$ cat src/fft_cfg.svh
`ifndef FFT_CFG_SVH
`define FFT_CFG_SVH

// width of one real or imaginary sample
`define SAMPLE_W 9

// fraction bits carried by each twiddle
`define TWID_FRAC 7

// transform length and how it is spread over the units
`define NUM_POINTS 32
`define NUM_LANES 4
`define NUM_UNITS 8

`endif

$ cat src/fftCtrlPkg.sv
package fftCtrlPkg;

  // pass sequence of one transform
  typedef enum logic [1:0] {idle, passA, passB, passC} fftStateT;

  // butterfly opcode, radix-2 skips the twiddle multiply
  typedef enum logic {modeRadix4, modeRadix2} bflyModeT;

  // what the router does on a load strobe
  typedef enum logic [1:0] {loadInput, loadPassB, loadPassC, storeOutput} routeSelT;

endpackage

$ cat src/fftDataPkg.sv
`include "fft_cfg.svh"

package fftDataPkg;

  typedef logic signed [`SAMPLE_W-1:0] sampleT;

  // same width as a sample, TWID_FRAC bits below the point
  typedef logic signed [`SAMPLE_W-1:0] twiddleT;

  // lane 0 in the low bits
  typedef sampleT [`NUM_LANES-1:0] laneVecT;

  // slot n at bits n*SAMPLE_W
  typedef sampleT [`NUM_POINTS-1:0] pointVecT;

endpackage

$ cat src/twiddleMul.sv
`timescale 1ns/1ns
`include "fft_cfg.svh"

module twiddleMul import fftDataPkg::*; (
  input  logic    clk,
  input  logic    rst,
  input  sampleT  xRe,
  input  sampleT  xIm,
  input  twiddleT wRe,
  input  twiddleT wIm,
  input  logic    bypass,
  output sampleT  pRe,
  output sampleT  pIm
);

  localparam int ProdW = 2 * `SAMPLE_W;

  logic signed [ProdW-1:0] prodRe;
  logic signed [ProdW-1:0] prodIm;

  // full-width complex product
  assign prodRe = xRe * wRe - xIm * wIm;
  assign prodIm = xRe * wIm + xIm * wRe;

  always_ff @(posedge clk or negedge rst) begin
    if (!rst) begin
      pRe <= '0;
      pIm <= '0;
    end else if (bypass) begin
      pRe <= xRe;
      pIm <= xIm;
    end else begin
      // drop the fraction bits (floor), upper bits wrap away
      pRe <= prodRe[`TWID_FRAC +: `SAMPLE_W];
      pIm <= prodIm[`TWID_FRAC +: `SAMPLE_W];
    end
  end

endmodule

$ cat src/butterflyUnit.sv
`timescale 1ns/1ns
`include "fft_cfg.svh"

module butterflyUnit import fftDataPkg::*, fftCtrlPkg::*; (
  input  logic     clk,
  input  logic     rst,
  input  logic     start,
  input  bflyModeT mode,
  input  laneVecT  inRe,
  input  laneVecT  inIm,
  input  laneVecT  twRe,
  input  laneVecT  twIm,
  output laneVecT  outRe,
  output laneVecT  outIm,
  output logic     done
);

  // room for four summed terms
  localparam int SumW = `SAMPLE_W + 2;

  sampleT                aRe  [`NUM_LANES];
  sampleT                aIm  [`NUM_LANES];
  logic                  startQ;
  bflyModeT              modeQ;
  logic signed [SumW-1:0] r4Re [`NUM_LANES];
  logic signed [SumW-1:0] r4Im [`NUM_LANES];
  logic signed [SumW-1:0] r2Re [`NUM_LANES];
  logic signed [SumW-1:0] r2Im [`NUM_LANES];

  // stage 1, one multiplier per lane
  for (genvar k = 0; k < `NUM_LANES; k++) begin : gLane
    twiddleMul uMul (
      .clk(clk),
      .rst(rst),
      .xRe(inRe[k]),
      .xIm(inIm[k]),
      .wRe(twRe[k]),
      .wIm(twIm[k]),
      .bypass(mode == modeRadix2),
      .pRe(aRe[k]),
      .pIm(aIm[k])
    );
  end

  always_ff @(posedge clk or negedge rst) begin
    if (!rst) begin
      startQ <= 1'b0;
      modeQ  <= modeRadix4;
      done   <= 1'b0;
    end else begin
      startQ <= start;
      modeQ  <= mode;
      done   <= startQ;
    end
  end

  // radix-4 kernel, multiplying by j swaps re and im with a sign flip
  always_comb begin
    r4Re[0] = aRe[0] + aRe[1] + aRe[2] + aRe[3];
    r4Im[0] = aIm[0] + aIm[1] + aIm[2] + aIm[3];
    r4Re[1] = aRe[0] + aIm[1] - aRe[2] - aIm[3];
    r4Im[1] = aIm[0] - aRe[1] - aIm[2] + aRe[3];
    r4Re[2] = aRe[0] - aRe[1] + aRe[2] - aRe[3];
    r4Im[2] = aIm[0] - aIm[1] + aIm[2] - aIm[3];
    r4Re[3] = aRe[0] - aIm[1] - aRe[2] + aIm[3];
    r4Im[3] = aIm[0] + aRe[1] - aIm[2] - aRe[3];
  end

  // two independent radix-2 pairs
  always_comb begin
    r2Re[0] = aRe[0] + aRe[1];
    r2Im[0] = aIm[0] + aIm[1];
    r2Re[1] = aRe[0] - aRe[1];
    r2Im[1] = aIm[0] - aIm[1];
    r2Re[2] = aRe[2] + aRe[3];
    r2Im[2] = aIm[2] + aIm[3];
    r2Re[3] = aRe[2] - aRe[3];
    r2Im[3] = aIm[2] - aIm[3];
  end

  // stage 2, results scaled down and held until the next start
  always_ff @(posedge clk) begin
    if (startQ) begin
      for (int k = 0; k < `NUM_LANES; k++) begin
        if (modeQ == modeRadix2) begin
          outRe[k] <= r2Re[k][`SAMPLE_W:1];
          outIm[k] <= r2Im[k][`SAMPLE_W:1];
        end else begin
          outRe[k] <= r4Re[k][SumW-1:2];
          outIm[k] <= r4Im[k][SumW-1:2];
        end
      end
    end
  end

endmodule

$ cat config.mk
export PLATFORM = sky130hd
export DESIGN_NAME = butterflyUnit
export DESIGN_NICKNAME = d
export VERILOG_FILES = /design/src/fftCtrlPkg.sv /design/src/fftDataPkg.sv /design/src/twiddleMul.sv /design/src/butterflyUnit.sv
export VERILOG_INCLUDE_DIRS = /design/src /design/src/src
export SDC_FILE = /design/constraint.sdc
export NUM_CORES = 2
export LEC_CHECK = 0
export BUFFER_PORTS_ARGS = -buffer_cell sky130_fd_sc_hd__buf_2
export CAP_MARGIN = 5
export CORE_MARGIN = 4
export CORE_UTILIZATION = 39
export CTS_BUF_LIST = sky130_fd_sc_hd__clkbuf_16
export DETAILED_ROUTE_END_ITERATION = 12
export MAX_ROUTING_LAYER = met4
export PLACE_DENSITY = 0.56
export SLEW_MARGIN = 10
export SYNTH_ARGS = -nofsm -noshare
export SYNTH_HDL_FRONTEND = slang
export SYNTH_SLANG_ARGS = --single-unit
$ cat constraint.sdc
create_clock -name clk -period 4.7 [get_ports clk]
set_input_delay 0.47 -clock clk [delete_from_list [all_inputs] [get_ports clk]]
set_output_delay 0.47 -clock clk [all_outputs]
set_load 0.01 [all_outputs]
* Word-level counts from Yosys, hierarchy flattened
Index checks and enable logic that the tools add are counted.
** Word-level totals
- Register bits :: 147
- Input bits :: 148
- Output and inout bits :: 73
- Word-level logic and storage cells :: 87
** Operators by class
- $add $sub $neg :: 36
- Multiply operators :: 16
- Mux-type cells :: 16
** Operators with widths (count)
- multiplier 9 x 9 -> 16 bit :: 16
- two-way mux 9 bit :: 16
- adder 16 bit :: 4
- subtractor 16 bit :: 4
- adder 9 x 9 -> 10 bit :: 6
- subtractor 9 x 9 -> 10 bit :: 6
- adder 10 x 9 -> 11 bit :: 4
- adder 11 x 9 -> 11 bit :: 4
- subtractor 10 x 9 -> 11 bit :: 4
- subtractor 11 x 9 -> 11 bit :: 4

* Depth between registers and ports, before layout
- Depth in word-level cells :: 4
- Depth in mapped cells :: 25
- Gate-level depth less buffers :: 23

* Modules after synthesis
A second synthesis with hierarchy kept.
** Second synthesis, totals
- Cell total of the unflattened synthesis :: 6384
- Area total of the unflattened synthesis :: 60264.0 um2
** By module, submodules not included
- twiddleMul at gLane[0].uMul ... :: instances 3, cells each 1285, area an instance 12166.7 um2, sequential area each 450.4 um2
- twiddleMul at gLane[3].uMul :: instances 1, cells each 1278, area an instance 12132.9 um2, sequential area each 450.4 um2
- butterflyUnit :: instances 1, cells each 1251, area an instance 11631.2 um2, sequential area each 2237.1 um2

* Least setup slack after synthesis
OpenSTA, ideal clock, no wires.
- Path kind :: input-to-reg
- Start point :: input port twIm[0] (netlist bit)
- End point :: register gLane[0].uMul.pRe[8]
- Setup time :: 0.134 ns
- Data arrival time :: 6.061 ns
- Data required time :: 4.566 ns
- Path slack :: -1.495 ns
- Cell stages on the path :: 20
- Buffers on the path :: 2
- Path through :: buf_2 clkbuf_1 nand2_1 inv_1 fa_1 fa_1 inv_1 fa_1 fa_1 fa_1 fa_1 fa_1 ha_1 and3_1 and3_1 nor3_4 nor3_1 a2111oi_4 xnor2_1 o21ai_0
** Between the ends
- Cells in the longest elaborated chain, start to end :: 3
** RTL lines
- from (decl) :: line butterflyUnit.sv:12 : input laneVecT twIm,
- multiplier 9 x 9 -> 16 bit :: line twiddleMul.sv:22 : assign prodRe = xRe * wRe - xIm * wIm;
- subtractor 16 bit :: line twiddleMul.sv:22
- two-way mux 9 bit :: line twiddleMul.sv:29 : end else if (bypass) begin
- to (signal assigned) :: line twiddleMul.sv:30 : pRe <= xRe;
- to (signal assigned) :: line twiddleMul.sv:34 : pRe <= prodRe[`TWID_FRAC +: `SAMPLE_W];
- to (decl) :: line twiddleMul.sv:12 : output sampleT pRe,
Every way passes these cells.
A chain may end at the register's enable or synchronous reset.

* Worst setup path after layout
- Start point :: input port twRe[8] (netlist bit)
- End point :: register gLane[0].uMul.pIm[8]
** Between the ends
- Cells in the longest elaborated chain, start to end :: 3
** RTL lines
- from (decl) :: line butterflyUnit.sv:11 : input laneVecT twRe,
- multiplier 9 x 9 -> 16 bit :: line twiddleMul.sv:23 : assign prodIm = xRe * wIm + xIm * wRe;
- adder 16 bit :: line twiddleMul.sv:23
- two-way mux 9 bit :: line twiddleMul.sv:29
- to (signal assigned) :: line twiddleMul.sv:31 : pIm <= xIm;
- to (signal assigned) :: line twiddleMul.sv:35 : pIm <= prodIm[`TWID_FRAC +: `SAMPLE_W];
- to (decl) :: line twiddleMul.sv:13 : output sampleT pIm
Every way passes these cells.

==> metrics.md <==
| Metric | Value |
|---|---|
| Outcome | complete, but fails checks |
| Failing checks | setup timing |
| Core area | 0.1501 mm² |
| Clock Latency Late Sink | 0.52 ns |
| Syn. warnings | 0 |
| Worst Tran Pin Value | 1.132 ns |
| Placed insts | 8950 |
| Die height | 396.9 µm |
| Max Cap Viol | 0 |
| CTS sink count | 147 |
| Share of cells above drive strength 1 | 0.2256 |
| Tmin final | 5.425 ns |
| CTS tree | built |
| CTS hold repair buffers | 0 |
| Vias in the first global route | 47.54k |
| Sequential area share after synthesis | 0.06847 |
| GRT Util Overall | 0.2312 |
| Global-route wire length before repair | 273700 µm |
| Critical Path AT | 5.81 ns |
| Final hold violation count | 0 |
| Synth top area share | 0.4405 |
| Drt wl/cell | 18.93 µm |
| Pre-antenna DRT Iters | 6 |
| Cell mode on critical path | fa_1 |
| EDFF count, synth | 72 |
| Skew final | 0.02580 ns |
| WHS | 0.02145 ns |
| Routed vias/inst | 4.780 |
| Num CTS Buffers | 17 |
| # port buffers | 220 |
| Drt first-iter violations | 2057 |
| DRT antenna net count | 0 |
| # DRC | 0 |
| Largest cells by area after synthesis | fa_1 (44%), ha_1 (14%), inv_1 (8.9%) |
| Max Root-Sink Buffers | 2 |
| Pins Over Slew Limit | 0 |
| Pre-CTS WS | -1.468 ns |
| Largest area contributor in the synthesized netlist | fa_1 |
| Vias | 43.30k |
| Finish-stage setup viols | 69 |
| DIE AREA | 0.1575 mm² |
| Number of core rows | 142 |
| Cells after Synth | 6204 |
| Setup ws final | -0.7250 ns |
| # H-tree levels | 4 |
| Io pins | 221 |
| Top post-synthesis cells by count | inv_1 (1393), fa_1 (1298), ha_1 (664), and2_1 (648), nand2_1 (643) |
| Unrepaired setup endpoints after global routing | yes |
| Crit end category | flip-flop |
| Netlist cell types | 67 |
| Dominant cell by count in the synthesized netlist | inv_1 |
| Mapped Area | 0.05899 mm² |
| Dominant synthesized flop cell | dfrtp_1 |
| Clock transition at path regs | 0.09 ns |
| Gr ovfl total | 0 |
| Die Width | 396.9 µm |
| DP HPWL | 146200 µm |
| Final period utilization | 1.154 |
| Nets | 9139 |
| Syn_area_per_cell | 9.508 µm² |
| GP Congestion | 0.8938 |
| Starting Density | 0.3929 |
| Rel. slew slack | 0.2457 |
| Final cell count without fillers | 9060 |
| Max Clock Freq | 184.3 MHz |
| Startpoint class of the critical path | input port |
| Critical Path Max Stage Delay | 0.60 ns |
| Largest net degree at the start of global routing | 88 |
| Post-Route WL | 171500 µm |
| Worst Path Max Fanout | 4 |
| Critical path cell sequence | buf_2 > buf_6 > or2b_4 > fa_1 > fa_1 > inv_1 > fa_1 > fa_1 > fa_1 > fa_1 > fa_1 > ha_4 > o21a_1 > o31a_1 > o211ai_1 > o221ai_1 > xnor2_1 > o21ai_2 |
| Critical Path Slowest Stage Cell | fa_1 |
| Root buf cell | clkbuf_16 |
| Worst EP required | 5.08 ns |
| Synthesized flop and latch total | 147 |
| Worst Hold Class | input port to asynchronous set/reset pin |
| CP Class | input port to flip-flop |
| Fraction of registers with async set/reset | 0.5102 |
| Synth Net Count | 8314 |
| Final core utilization | 0.4866 |
| Area Growth Syn to Fin | 23.86% |
| Antenna violations before repair | 4 |
-- timing repair --
action,4_1_cts,5_1_grt
gates resized for setup,501,312
buffers inserted,58,27
gates cloned,4,1
endpoints found under the setup margin,71,75
pin swaps,242,245
-- worst max-delay path, delay by kind of cell --
family | cells | cell delay, ns
adders and majority gates | 8 | 3.64
xor gates and xnor gates | 1 | 0.20
AOI/OAI and AO/OA | 5 | 0.86
and+or+nand+nor | 1 | 0.30
buffers and inverters | 3 | 0.34
-- state kept, by name (all words and copies together) (netlist names) --
register        flops
gLane.uMul.pIm     36
gLane.uMul.pRe     36
outIm              36
outRe              36
done                1
modeQ               1
startQ              1
-- final cells by class --
type                    instances  area [µm²]
fillers                     14140       77070
multi-input cells            4431       51600
repair buffers               1034        9025
inverters                    1398        5270
flip-flops and latches        147        4049
well taps                    2016        2522
clock buffers                  17       425.4
clock inverters                15       161.4
diodes                          2       5.005
-- kinds of logic after synthesis --
group	count (synthesis)	synth area share
flops	147	0.06847
fa+ha+maj	1962	0.5814
buf+inv	1626	0.1039
compound gates	426	0.04673
mux	14	0.002439
simple gates	1683	0.1457
xor+xnor	346	0.05138
-- path summary, 6_finish.rpt --
kind / cells after the start / end / from / slack [ns]
min in group clk: 1 / startQ / start / 0.08
worst min register to register: 2 / outIm[27] / gLane[3].uMul.pIm[1] / 0.95
worst min-delay path: 1 / gLane[2].uMul.pRe[0] / rst / 0.02
worst max register to register: 14 / outRe[7] / gLane[0].uMul.pRe[0] / 0.22
max in group asynchronous: 2 / gLane[1].uMul.pRe[3] / rst / 3.52
worst max-delay path: 18 / gLane[0].uMul.pIm[8] / twRe[8] / -0.72
-- layout by cell type (no fill, tap or decap), types with 14 or more instances in the layout --
cell type,count
fa_1,1239
inv_1,1339
o31ai_1,18
or2b_1,15
a21o_1,22
fa_2,59
xnor2_1,229
nand2_2,23
nand2_1,598
o21a_1,43
xor2_1,87
and2_1,571
buf_4,685
nor2_1,113
nand2b_1,49
nand3_1,14
clkbuf_16,18
and2_4,75
or3_1,22
ha_4,76
edfxtp_1,72
nand2_4,17
ha_1,569
buf_2,116
nor2b_1,51
a21oi_1,83
buf_6,135
nor3_1,32
o21bai_1,15
o21ai_1,50
buf_8,36
o21ai_0,67
buf_12,53
dfrtp_1,71
inv_2,52
xnor2_2,20
o21ai_2,23
ha_2,19
-- routing by layer --
metal / global-route usage / vias up / part of all wire
li1: - / 20200 / -
met1: 0.3181 / 22190 / 0.46
met2: 0.3815 / 805 / 0.49
met3: 0.02098 / 111 / 0.038
met4: 0.03474 / 0 / 0.014
met5: - / - / 0
-- per-stage QoR --
stage	instance area, µm²	TNS [ns]
5_1_grt	73060	-41.78
3_5_place_dp	68380	-83.38
2_1_floorplan	60680	-44.11
6_report	73060	-32.57
4_1_cts	71430	-30.51
3_3_place_gp	68380	-80.49
Power is left out: the tool's default activity adds up to more than one toggle a clock period on the data nets, which glitch-free logic cannot reach.
