[config.mk]
export PLATFORM = sky130hd
export DESIGN_NAME = fftController
export DESIGN_NICKNAME = d
export VERILOG_FILES = /design/src/fftCtrlPkg.sv /design/src/fftController.sv
export VERILOG_INCLUDE_DIRS = /design/src /design/src/src
export SDC_FILE = /design/constraint.sdc
export NUM_CORES = 1
export LEC_CHECK = 0
export BUFFER_PORTS_ARGS = -buffer_cell sky130_fd_sc_hd__buf_2
export CAP_MARGIN = 40
export CORE_AREA = 2 2 39 41
export DETAILED_ROUTE_END_ITERATION = 10
export DIE_AREA = 0 0 41 43
export GPL_TIMING_DRIVEN = 0
export MAX_ROUTING_LAYER = met4
export PLACE_DENSITY = 0.4
export REMOVE_ABC_BUFFERS = 1
export SETUP_SLACK_MARGIN = 0.3
export SLEW_MARGIN = 0
export SYNTH_ARGS = -nofsm -noshare
export SYNTH_HDL_FRONTEND = slang
export SYNTH_SLANG_ARGS = --single-unit
[constraint.sdc]
create_clock -name clk -period 2.4 [get_ports clk]
set_input_delay 0.24 -clock clk [delete_from_list [all_inputs] [get_ports clk]]
set_output_delay 0.24 -clock clk [all_outputs]
set_load 0.05 [all_outputs]
[src/fft_cfg.svh]
`ifndef FFT_CFG_SVH
`define FFT_CFG_SVH

// width of one real or imaginary sample
`define SAMPLE_W 9

// fraction bits carried by each twiddle
`define TWID_FRAC 7

// transform length and how it is spread over the units
`define NUM_POINTS 32
`define NUM_LANES 4
`define NUM_UNITS 8

`endif

[src/fftCtrlPkg.sv]
package fftCtrlPkg;

  // pass sequence of one transform
  typedef enum logic [1:0] {idle, passA, passB, passC} fftStateT;

  // butterfly opcode, radix-2 skips the twiddle multiply
  typedef enum logic {modeRadix4, modeRadix2} bflyModeT;

  // what the router does on a load strobe
  typedef enum logic [1:0] {loadInput, loadPassB, loadPassC, storeOutput} routeSelT;

endpackage

[src/fftController.sv]
`timescale 1ns/1ns
`include "fft_cfg.svh"

module fftController import fftCtrlPkg::*; (
  input  logic     clk,
  input  logic     rst,
  input  logic     fftStart,
  input  logic     unitDone,
  output logic     unitStart,
  output logic     routeLoad,
  output routeSelT routeSel,
  output bflyModeT unitMode,
  output logic     fftDone
);

  fftStateT state;

  // a start while busy never reaches the router
  assign routeLoad = (state == idle) ? fftStart : unitDone;

  always_comb begin
    case (state)
      idle:    routeSel = loadInput;
      passA:   routeSel = loadPassB;
      passB:   routeSel = loadPassC;
      default: routeSel = storeOutput;
    endcase
  end

  // last pass runs without twiddles
  assign unitMode = (state == passC) ? modeRadix2 : modeRadix4;

  always_ff @(posedge clk or negedge rst) begin
    if (!rst) begin
      state     <= idle;
      unitStart <= 1'b0;
      fftDone   <= 1'b0;
    end else begin
      unitStart <= routeLoad && (state != passC);
      fftDone   <= unitDone && (state == passC);
      if (routeLoad) begin
        case (state)
          idle:    state <= passA;
          passA:   state <= passB;
          passB:   state <= passC;
          default: state <= idle;
        endcase
      end
    end
  end

endmodule

# After elaboration in Yosys (flattened, before gate mapping)

Index checks and enable logic that the tools add are counted.

Flip-flop bits (word level): 4
Latch bits: 0
RAM bits: 0
Bits in read-only memories: 0
Bits of input ports: 4
Output and inout port bits: 6
Logic and storage cells: 14
Memories kept: 0

$add $sub $neg: 0
Multiply operators: 0
Div/mod/pow operators: 0
Order comparisons: 0
Equality and inequality tests: 4
Shift-type cells: 0
Mux-type cells: 4
Bitwise logic cells: 0
Reduce and logical (&&, ||, !) cells: 3

Operators by type and width:

| kind               | count |
|---|---|
| $pmux 2 s3         | 2 |
| $eq 2x2->1 const B | 2 |
| $eq 2x1->1 const B | 1 |
| $logic_and 1x1->1  | 2 |
| $logic_not 2->1    | 1 |
| $mux 1             | 2 |
| $ne 2x2->1 const B | 1 |

# Longest topological paths before layout

Gate-level depths: netlist of run 1.

Depth after elaboration: 3
Mapped depth: 5
Mapped depth without buffers: 5

# Worst setup path after synthesis of run 1

OpenSTA, ideal clock, no wires.

Path kind: flip-flop to output port
Start point: register state[0]
End point: output port routeLoad
Arrival: 1.205 ns
Data required time: 2.160 ns
Path slack: 0.955 ns
Cell stages (with the launch flop): 5
Path buffers: 0
Cells stage by stage: dfrtp_1 > inv_1 > ha_1 > mux2i_1 > inv_1

Word-level cells in the longest chain between the ends: 2

RTL lines:

| what                     | line                | RTL |
|---|---|---|
| start: declaration       | fftController.sv:16 | `fftStateT state;` |
| start signal: assignment | fftController.sv:35 | `state <= idle;` |
| start signal: assignment | fftController.sv:43 | `idle: state <= passA;` |
| start signal: assignment | fftController.sv:44 | `passA: state <= passB;` |
| $logic_not 2->1          | fftController.sv:19 | `assign routeLoad = (state == idle) ? fftStart : unitDone;` |
| $mux 1                   | fftController.sv:19 |  |
| end: declaration         | fftController.sv:10 | `output logic routeLoad,` |

No other way between the ends.

# Worst setup path in the final report of run 1

Ends and elaborated chain as after synthesis.

==> qor.txt, run 1 <==
Clock root buffer = clkbuf_4
Largest net degree at the start of global routing = 6
Hold Vio Cnt, Final = 0
Minimum clock period = 1820 ps
DR iter-0 viols = 0
TritonCTS clock tree = built
Layout cells sized above 1 = 41.7%
Ports = 10
CP Max Fanout = 5
All-layer global routing usage = 7.00%
Fmax = 550 MHz
Synthesized area = 248 sq um
First-pass GRT wire length = 765 um
Most common cell after layout, fill and taps aside = buf_2
Routed WL = 485 um
Yosys top cell by area = dfrtp_1
First-pass DRT Iterations = 1
Endpoints failing setup = 0
Fin crit share = 75.8%
Final Non-Filler Cells = 52
Die W = 41 um
Hold Path Cell Cnt = 2
Critical path origin = state[0]$_DFFE_PN0P_
Clock Pin Slew Worst Setup and Hold Paths = 30 ps
Post-route setup TNS = 0 ps
CP Data Arrival Time = 1580 ps
CP Capture Type = output port
Hpwl dp = 412 um
Seq cells post-synth = 4
Most used cell, CP = inv_1
Number of global-route vias before repair = 196
Die ar. = 1760 sq um
CP required = 2160 ps
Clock latency on the worst-skew pair = 230 ps
Post-Synth XOR/XNOR Area = 0%
Mux contribution to synthesized area = 13.1%
Most used cells in the layout excluding fill and tap cells = buf_2, ha_1, dfrtp_1
Mean routed wirelength per cell = 9.33 um
Startpoint types = flop
Cell Chain, Critical Path = inv_1, ha_1, mux2i_1, inv_1, buf_2
Synth Area in Compound Gates = 4.55%
Largest family of logic cells by synthesized area = adder cells
Crit-path max cell delay = 420 ps
GRT Residual Overflow = 0
RSZ-0062 raised after global routing = no
Port Buffer Count = 9
Diode count = 0
WP buf/inv = 3
Synthesis Warnings = 0
ANT nets after route = 0
Hold_ws = 269 ps
Netlist cell types = 12
Core area = 1380 sq um
Gpl congestion = 0.614
Clock Skew = 1.14 ps
CTS Buffer Depth = 2
Critical path depth = 5
Cells after DPL = 48
Reg2reg start = state[0]$_DFFE_PN0P_
Area Overhead vs Synth = 39.4%
Hold Path Origin = unitDone
Synthesized instance count = 23
Yosys top cell area share = 40.4%
Nets = 47
Routed vias = 196
CTS Buf Count = 3
Via-to-Cell Ratio = 3.77
H-Tree Level Count = 1
Max_cap viols = 0
CTS sink cnt = 4
Mean Syn Cell Area = 10.8 sq um
Post-Synth Adder-Cell Area = 25.3%
Post-synthesis sequential area ratio = 40.4%
Fin. max-slew vios = 0
DRC Markers = 0
Synth Area in Simple Gates = 12.1%
Setup CP Type = flop to output port
Top delay family on crit path = flip-flops
Least-Margin Pin Slew = 290 ps
Slew margin rel. = 80.1%
Die Height = 43 um
CP max stage cell = dfrtp_1
Initial antenna violation count = 0
Reg2Reg Depth = 4
Status = completed
Hold Path Class = input pin to flop
Synth area leaders = dfrtp_1, ha_1, or2_2
Row cnt = 14
Starting Density = 17.9%
## state kept, by name, indices dropped and copies added, names as in the netlist
| signal | count |
|---|---|
| state | 2 |
| unitStart | 1 |
| fftDone | 1 |
## cells in the mapped netlist, drive strengths merged
library cell and instances:
a21oi 1, and2 1, dfrtp 4, ha 5, inv 3, mux2 2, mux2i 1, nand2 1
nor2 2, o22ai 1, or2 2
## cells by family after synthesis
family | after synthesis
AO/OA/AOI/OAI | 2
adder cells (fa/ha/maj) | 5
buffers and inverters | 3
flip-flops | 4
multiplexers | 3
AND/OR/NAND/NOR | 6
## layout make-up
| type | count | area (sq um) |
|---|---|---|
| multi-input cells | 16 | 136 |
| repair buffers | 10 | 55.1 |
| well taps | 16 | 20.0 |
| clock buffers | 3 | 22.5 |
| inverters | 3 | 11.3 |
| flip-flops and latches | 4 | 100 |
| fillers | 146 | 1040 |
## stage by stage
step,setup slack [ps],area (sq um),utilization [%]
floorplan,955,248,-
global placement,836,313,22.6
detailed placement,833,313,22.6
CTS,576,345,25.0
global route,461,345,25.0
finish,582,345,25.0
## per-layer routing
layer | track usage (%) | routed length, um | part of all wire [%] | vias to the layer above
met2 | 7.81 | 206 | 42 | 10
met4 | 8.00 | 0 | 0 | 0
met3 | 1.57 | 56 | 12 | 0
li1 | - | - | - | 101
met5 | - | 0 | 0 | -
met1 | 9.03 | 222 | 46 | 85
## path summary, 6_finish.rpt
kind / endpoint / slack (ps)
worst max-delay path: routeLoad / 580
worst min-delay path: fftDone$_DFF_PN0_ / 270
worst max register to register: state[1]$_DFFE_PN0P_ / 850
worst min register to register: state[1]$_DFFE_PN0P_ / 610
max in group asynchronous: fftDone$_DFF_PN0_ / 1930
min in group asynchronous: unitStart$_DFF_PN0_ / 350
## what timing repair did
item,in CTS,in global routing
hold buffers,1,0
gates resized for setup,0,0
endpoints found under the hold margin,4,0
buffers inserted,0,0
Power of run 1 is not shown: default switching activity piles up to over one toggle a cycle in this logic, so the estimate is an artifact.
==> inputs of run 2 (changes only) <==
ABC_AREA = 1   (was not set)
PLACE_DENSITY = 0.41   (was 0.4)
clock period = 1.5 ns   (was 2.4 ns; I/O delays follow)
==> run 2 against run 1 <==
Non-clock buffer count grew 6. Utilization rose by 9.6 points. Sequential share of layout area fell by 7.5 points. Via count is 18% higher. Clock skew grew 1.9 ps. Count of clock-buffer cells in the layout unchanged. Final cell count increased by 21%. Design area up 38%. Synthesized cell count up 22%.
==> qor.txt, run 2 <==
Status = completed (unchanged)
Max reg flops = 2 (unchanged)
Fin. max-slew vios = 0 (unchanged)
Synth area leaders = dfrtp_1, ha_1, nand2_1 (was dfrtp_1, ha_1, or2_2)
Mean Syn Cell Area = 8.85 sq um (was 10.8 sq um)
Reg2reg start = state[1]$_DFFE_PN0P_ (was state[0]$_DFFE_PN0P_)
Row cnt = 14 (unchanged)
All-layer global routing usage = 7.95% (was 7.00%)
Core area = 1380 sq um (unchanged)
Hold Vio Cnt, Final = 0 (unchanged)
Reg2Reg Depth = 7 (was 4)
ANT nets after route = 0 (unchanged)
Max_cap viols = 0 (unchanged)
Post-route setup TNS = 0 ps (unchanged)
Worst R2R Setup Slack = 270 ps (was 850 ps)
Hpwl dp = 372 um (was 412 um)
Most used cells in the layout excluding fill and tap cells = nand2_1, buf_2, buf_8, buf_4 (was buf_2, ha_1, dfrtp_1)
Seq cells post-synth = 4 (unchanged)
Layout cells sized above 1 = 68.1% (was 41.7%)
Met2 Track Usage GR = 11.3% (was 7.81%)
Die Height = 43 um (unchanged)
R2R Path End = unitStart$_DFF_PN0_ (was state[1]$_DFFE_PN0P_)
GRT Residual Overflow = 0 (unchanged)
Post-synthesis sequential area ratio = 40.4% (unchanged)
Routed WL = 533 um (was 485 um)
Mean routed wirelength per cell = 8.46 um (was 9.33 um)
Synthesized area = 248 sq um (unchanged)
M1 GR Usage = 8.47% (was 9.03%)
Synthesis Warnings = 0 (unchanged)
Yosys top cell by area = dfrtp_1 (unchanged)
Predominant post-synthesis flop cell = dfrtp_1 (unchanged)
Synthesized instance count = 28 (was 23)
Slew margin rel. = 83.5% (was 80.1%)
Port Buffer Count = 9 (unchanged)
Gpl congestion = 0.697 (was 0.614)
Area Overhead vs Synth = 92.9% (was 39.4%)
Largest net degree at the start of global routing = 6 (unchanged)
Initial antenna violation count = 0 (unchanged)
Clock Pin Slew Worst Setup and Hold Paths = 40 ps (was 30 ps)
CTS Buffer Depth = 2 (unchanged)
Fin crit share = 95.0%
Post-synth EDFFs = 0 (unchanged)
Minimum clock period = 1420 ps
TritonCTS clock tree = built (unchanged)
First-pass DRT Iterations = 1 (unchanged)
Diode count = 0 (unchanged)
Ports = 10 (unchanged)
Routed vias = 231 (was 196)
Hold Path Cell Cnt = 3 (was 2)
Post-synth ARST share = 100% (unchanged)
Clock root buffer = clkbuf_4 (unchanged)
Largest reg by FF count = state (unchanged)
DR iter-0 viols = 0 (unchanged)
Most common cell in the netlist = nand2_1 (was ha_1)
H-Tree Level Count = 1 (unchanged)
Yosys top cell area share = 40.4% (unchanged)
Setup CP Type = flop to output port (unchanged)
Die W = 41 um (unchanged)
Clock latency on the worst-skew pair = 230 ps (about the same)
Die ar. = 1760 sq um (unchanged)
Largest regs = state x2, fftDone x1, unitStart x1 (unchanged)
CTS sink cnt = 4 (unchanged)
Starting Density = 17.9% (unchanged)
Nets = 58 (was 47)
Layer with the highest usage = met2 (was met1)
Clock Skew = 3.05 ps (was 1.14 ps)
Endpoints failing setup = 0 (unchanged)
CTS Buf Count = 3 (unchanged)
Commonest cells post-synth = nand2_1, ha_1, dfrtp_1, inv_1 (was ha_1, dfrtp_1, inv_1)
RSZ-0062 raised after global routing = yes (was no)
DRC Markers = 0 (unchanged)
CP Data Arrival Time = 1270 ps (was 1580 ps)
Layout Utilization = 34.5% (was 25.0%)
GR Util met3 = 1.57% (unchanged)
Fmax = 702 MHz
Hold Path Origin = unitDone (unchanged)
CP required = 1350 ps (was 2160 ps)
Least-Margin Pin Slew = 249 ps (was 290 ps)
Startpoint types = flop (unchanged)
Netlist cell types = 9 (was 12)
Hold Path Class = input pin to flop (unchanged)
Worst Hold Path EP = fftDone$_DFF_PN0_ (unchanged)
First-pass GRT wire length = 883 um (was 765 um)
Via-to-Cell Ratio = 3.67 (was 3.77)
CP Capture Type = output port (unchanged)
CP Max Fanout = 5 (unchanged)
Number of global-route vias before repair = 250 (was 196)
## run 2: cell types whose count changed in the layout (fill, tap and decap cells not counted), moves of 4 or more
| cell | change |
|---|---|
| buf_4 | +4 |
| nand2_1 | +4 |
| buf_2 | -4 |
| ha_1 | -4 |
| buf_8 | +4 |
## run 2: worst max-delay path, cell delays in order (launching register included)
cell     delay (ps)
dfrtp_2         430
ha_2            210
or2_4           250
buf_8           150
## run 2: timing repair
item | CTS | global route
pin swaps | 1 | 3
hold buffers | 1 | 0
buffers inserted | 3 | 3
endpoints found under the setup margin | 5 | 4
resized for setup | 20 | 8
hold endpoints to repair | 4 | 0
## run 2: how the worst max path moves through the flow
stage	start	endpoint	slack, ps	depth (start not counted)
CTS	state[1]$_DFFE_PN0P_	routeSel[0]	60	3
detailed placement	state[0]$_DFFE_PN0P_	routeLoad	130	5
global route	state[1]$_DFFE_PN0P_	routeLoad	40	6
finish	state[1]$_DFFE_PN0P_	routeSel[0]	80	3
floorplan	state[0]$_DFFE_PN0P_	state[0]$_DFFE_PN0P_	230	6
global placement	state[0]$_DFFE_PN0P_	routeLoad	120	6
## run 2: layout make-up
cell class	count	area (sq um)
fillers	140	906
flip-flops and latches	4	103
multi-input cells	20	170
repair buffers	16	148
inverters	4	15.0
well taps	16	20.0
clock buffers	3	22.5
## run 2: through the flow
stage	hold WS, ps	instances	cell area [sq um]	setup slack (ps)
6_report	144	63	478	75.3
5_1_grt	160	63	478	35.5
4_1_cts	139	60	428	62.1
3_5_place_dp	-42.0	53	313	132
3_3_place_gp	-43.4	53	313	120
2_1_floorplan	-146	28	248	226
## run 2: routing by layer
metal,vias to the layer above,share of wire [%]
li1,122,-
met2,3,59
met3,0,1.3
met1,106,39
met5,-,0
met4,0,0
## run 2: kinds of logic after synthesis
family / share of synthesized area, %
compound gates: 2.02
fa+ha+maj: 25.3
buf+inv: 6.06
flops: 40.4
simple gates: 26.3
Power of run 2 is left out for the same reason.
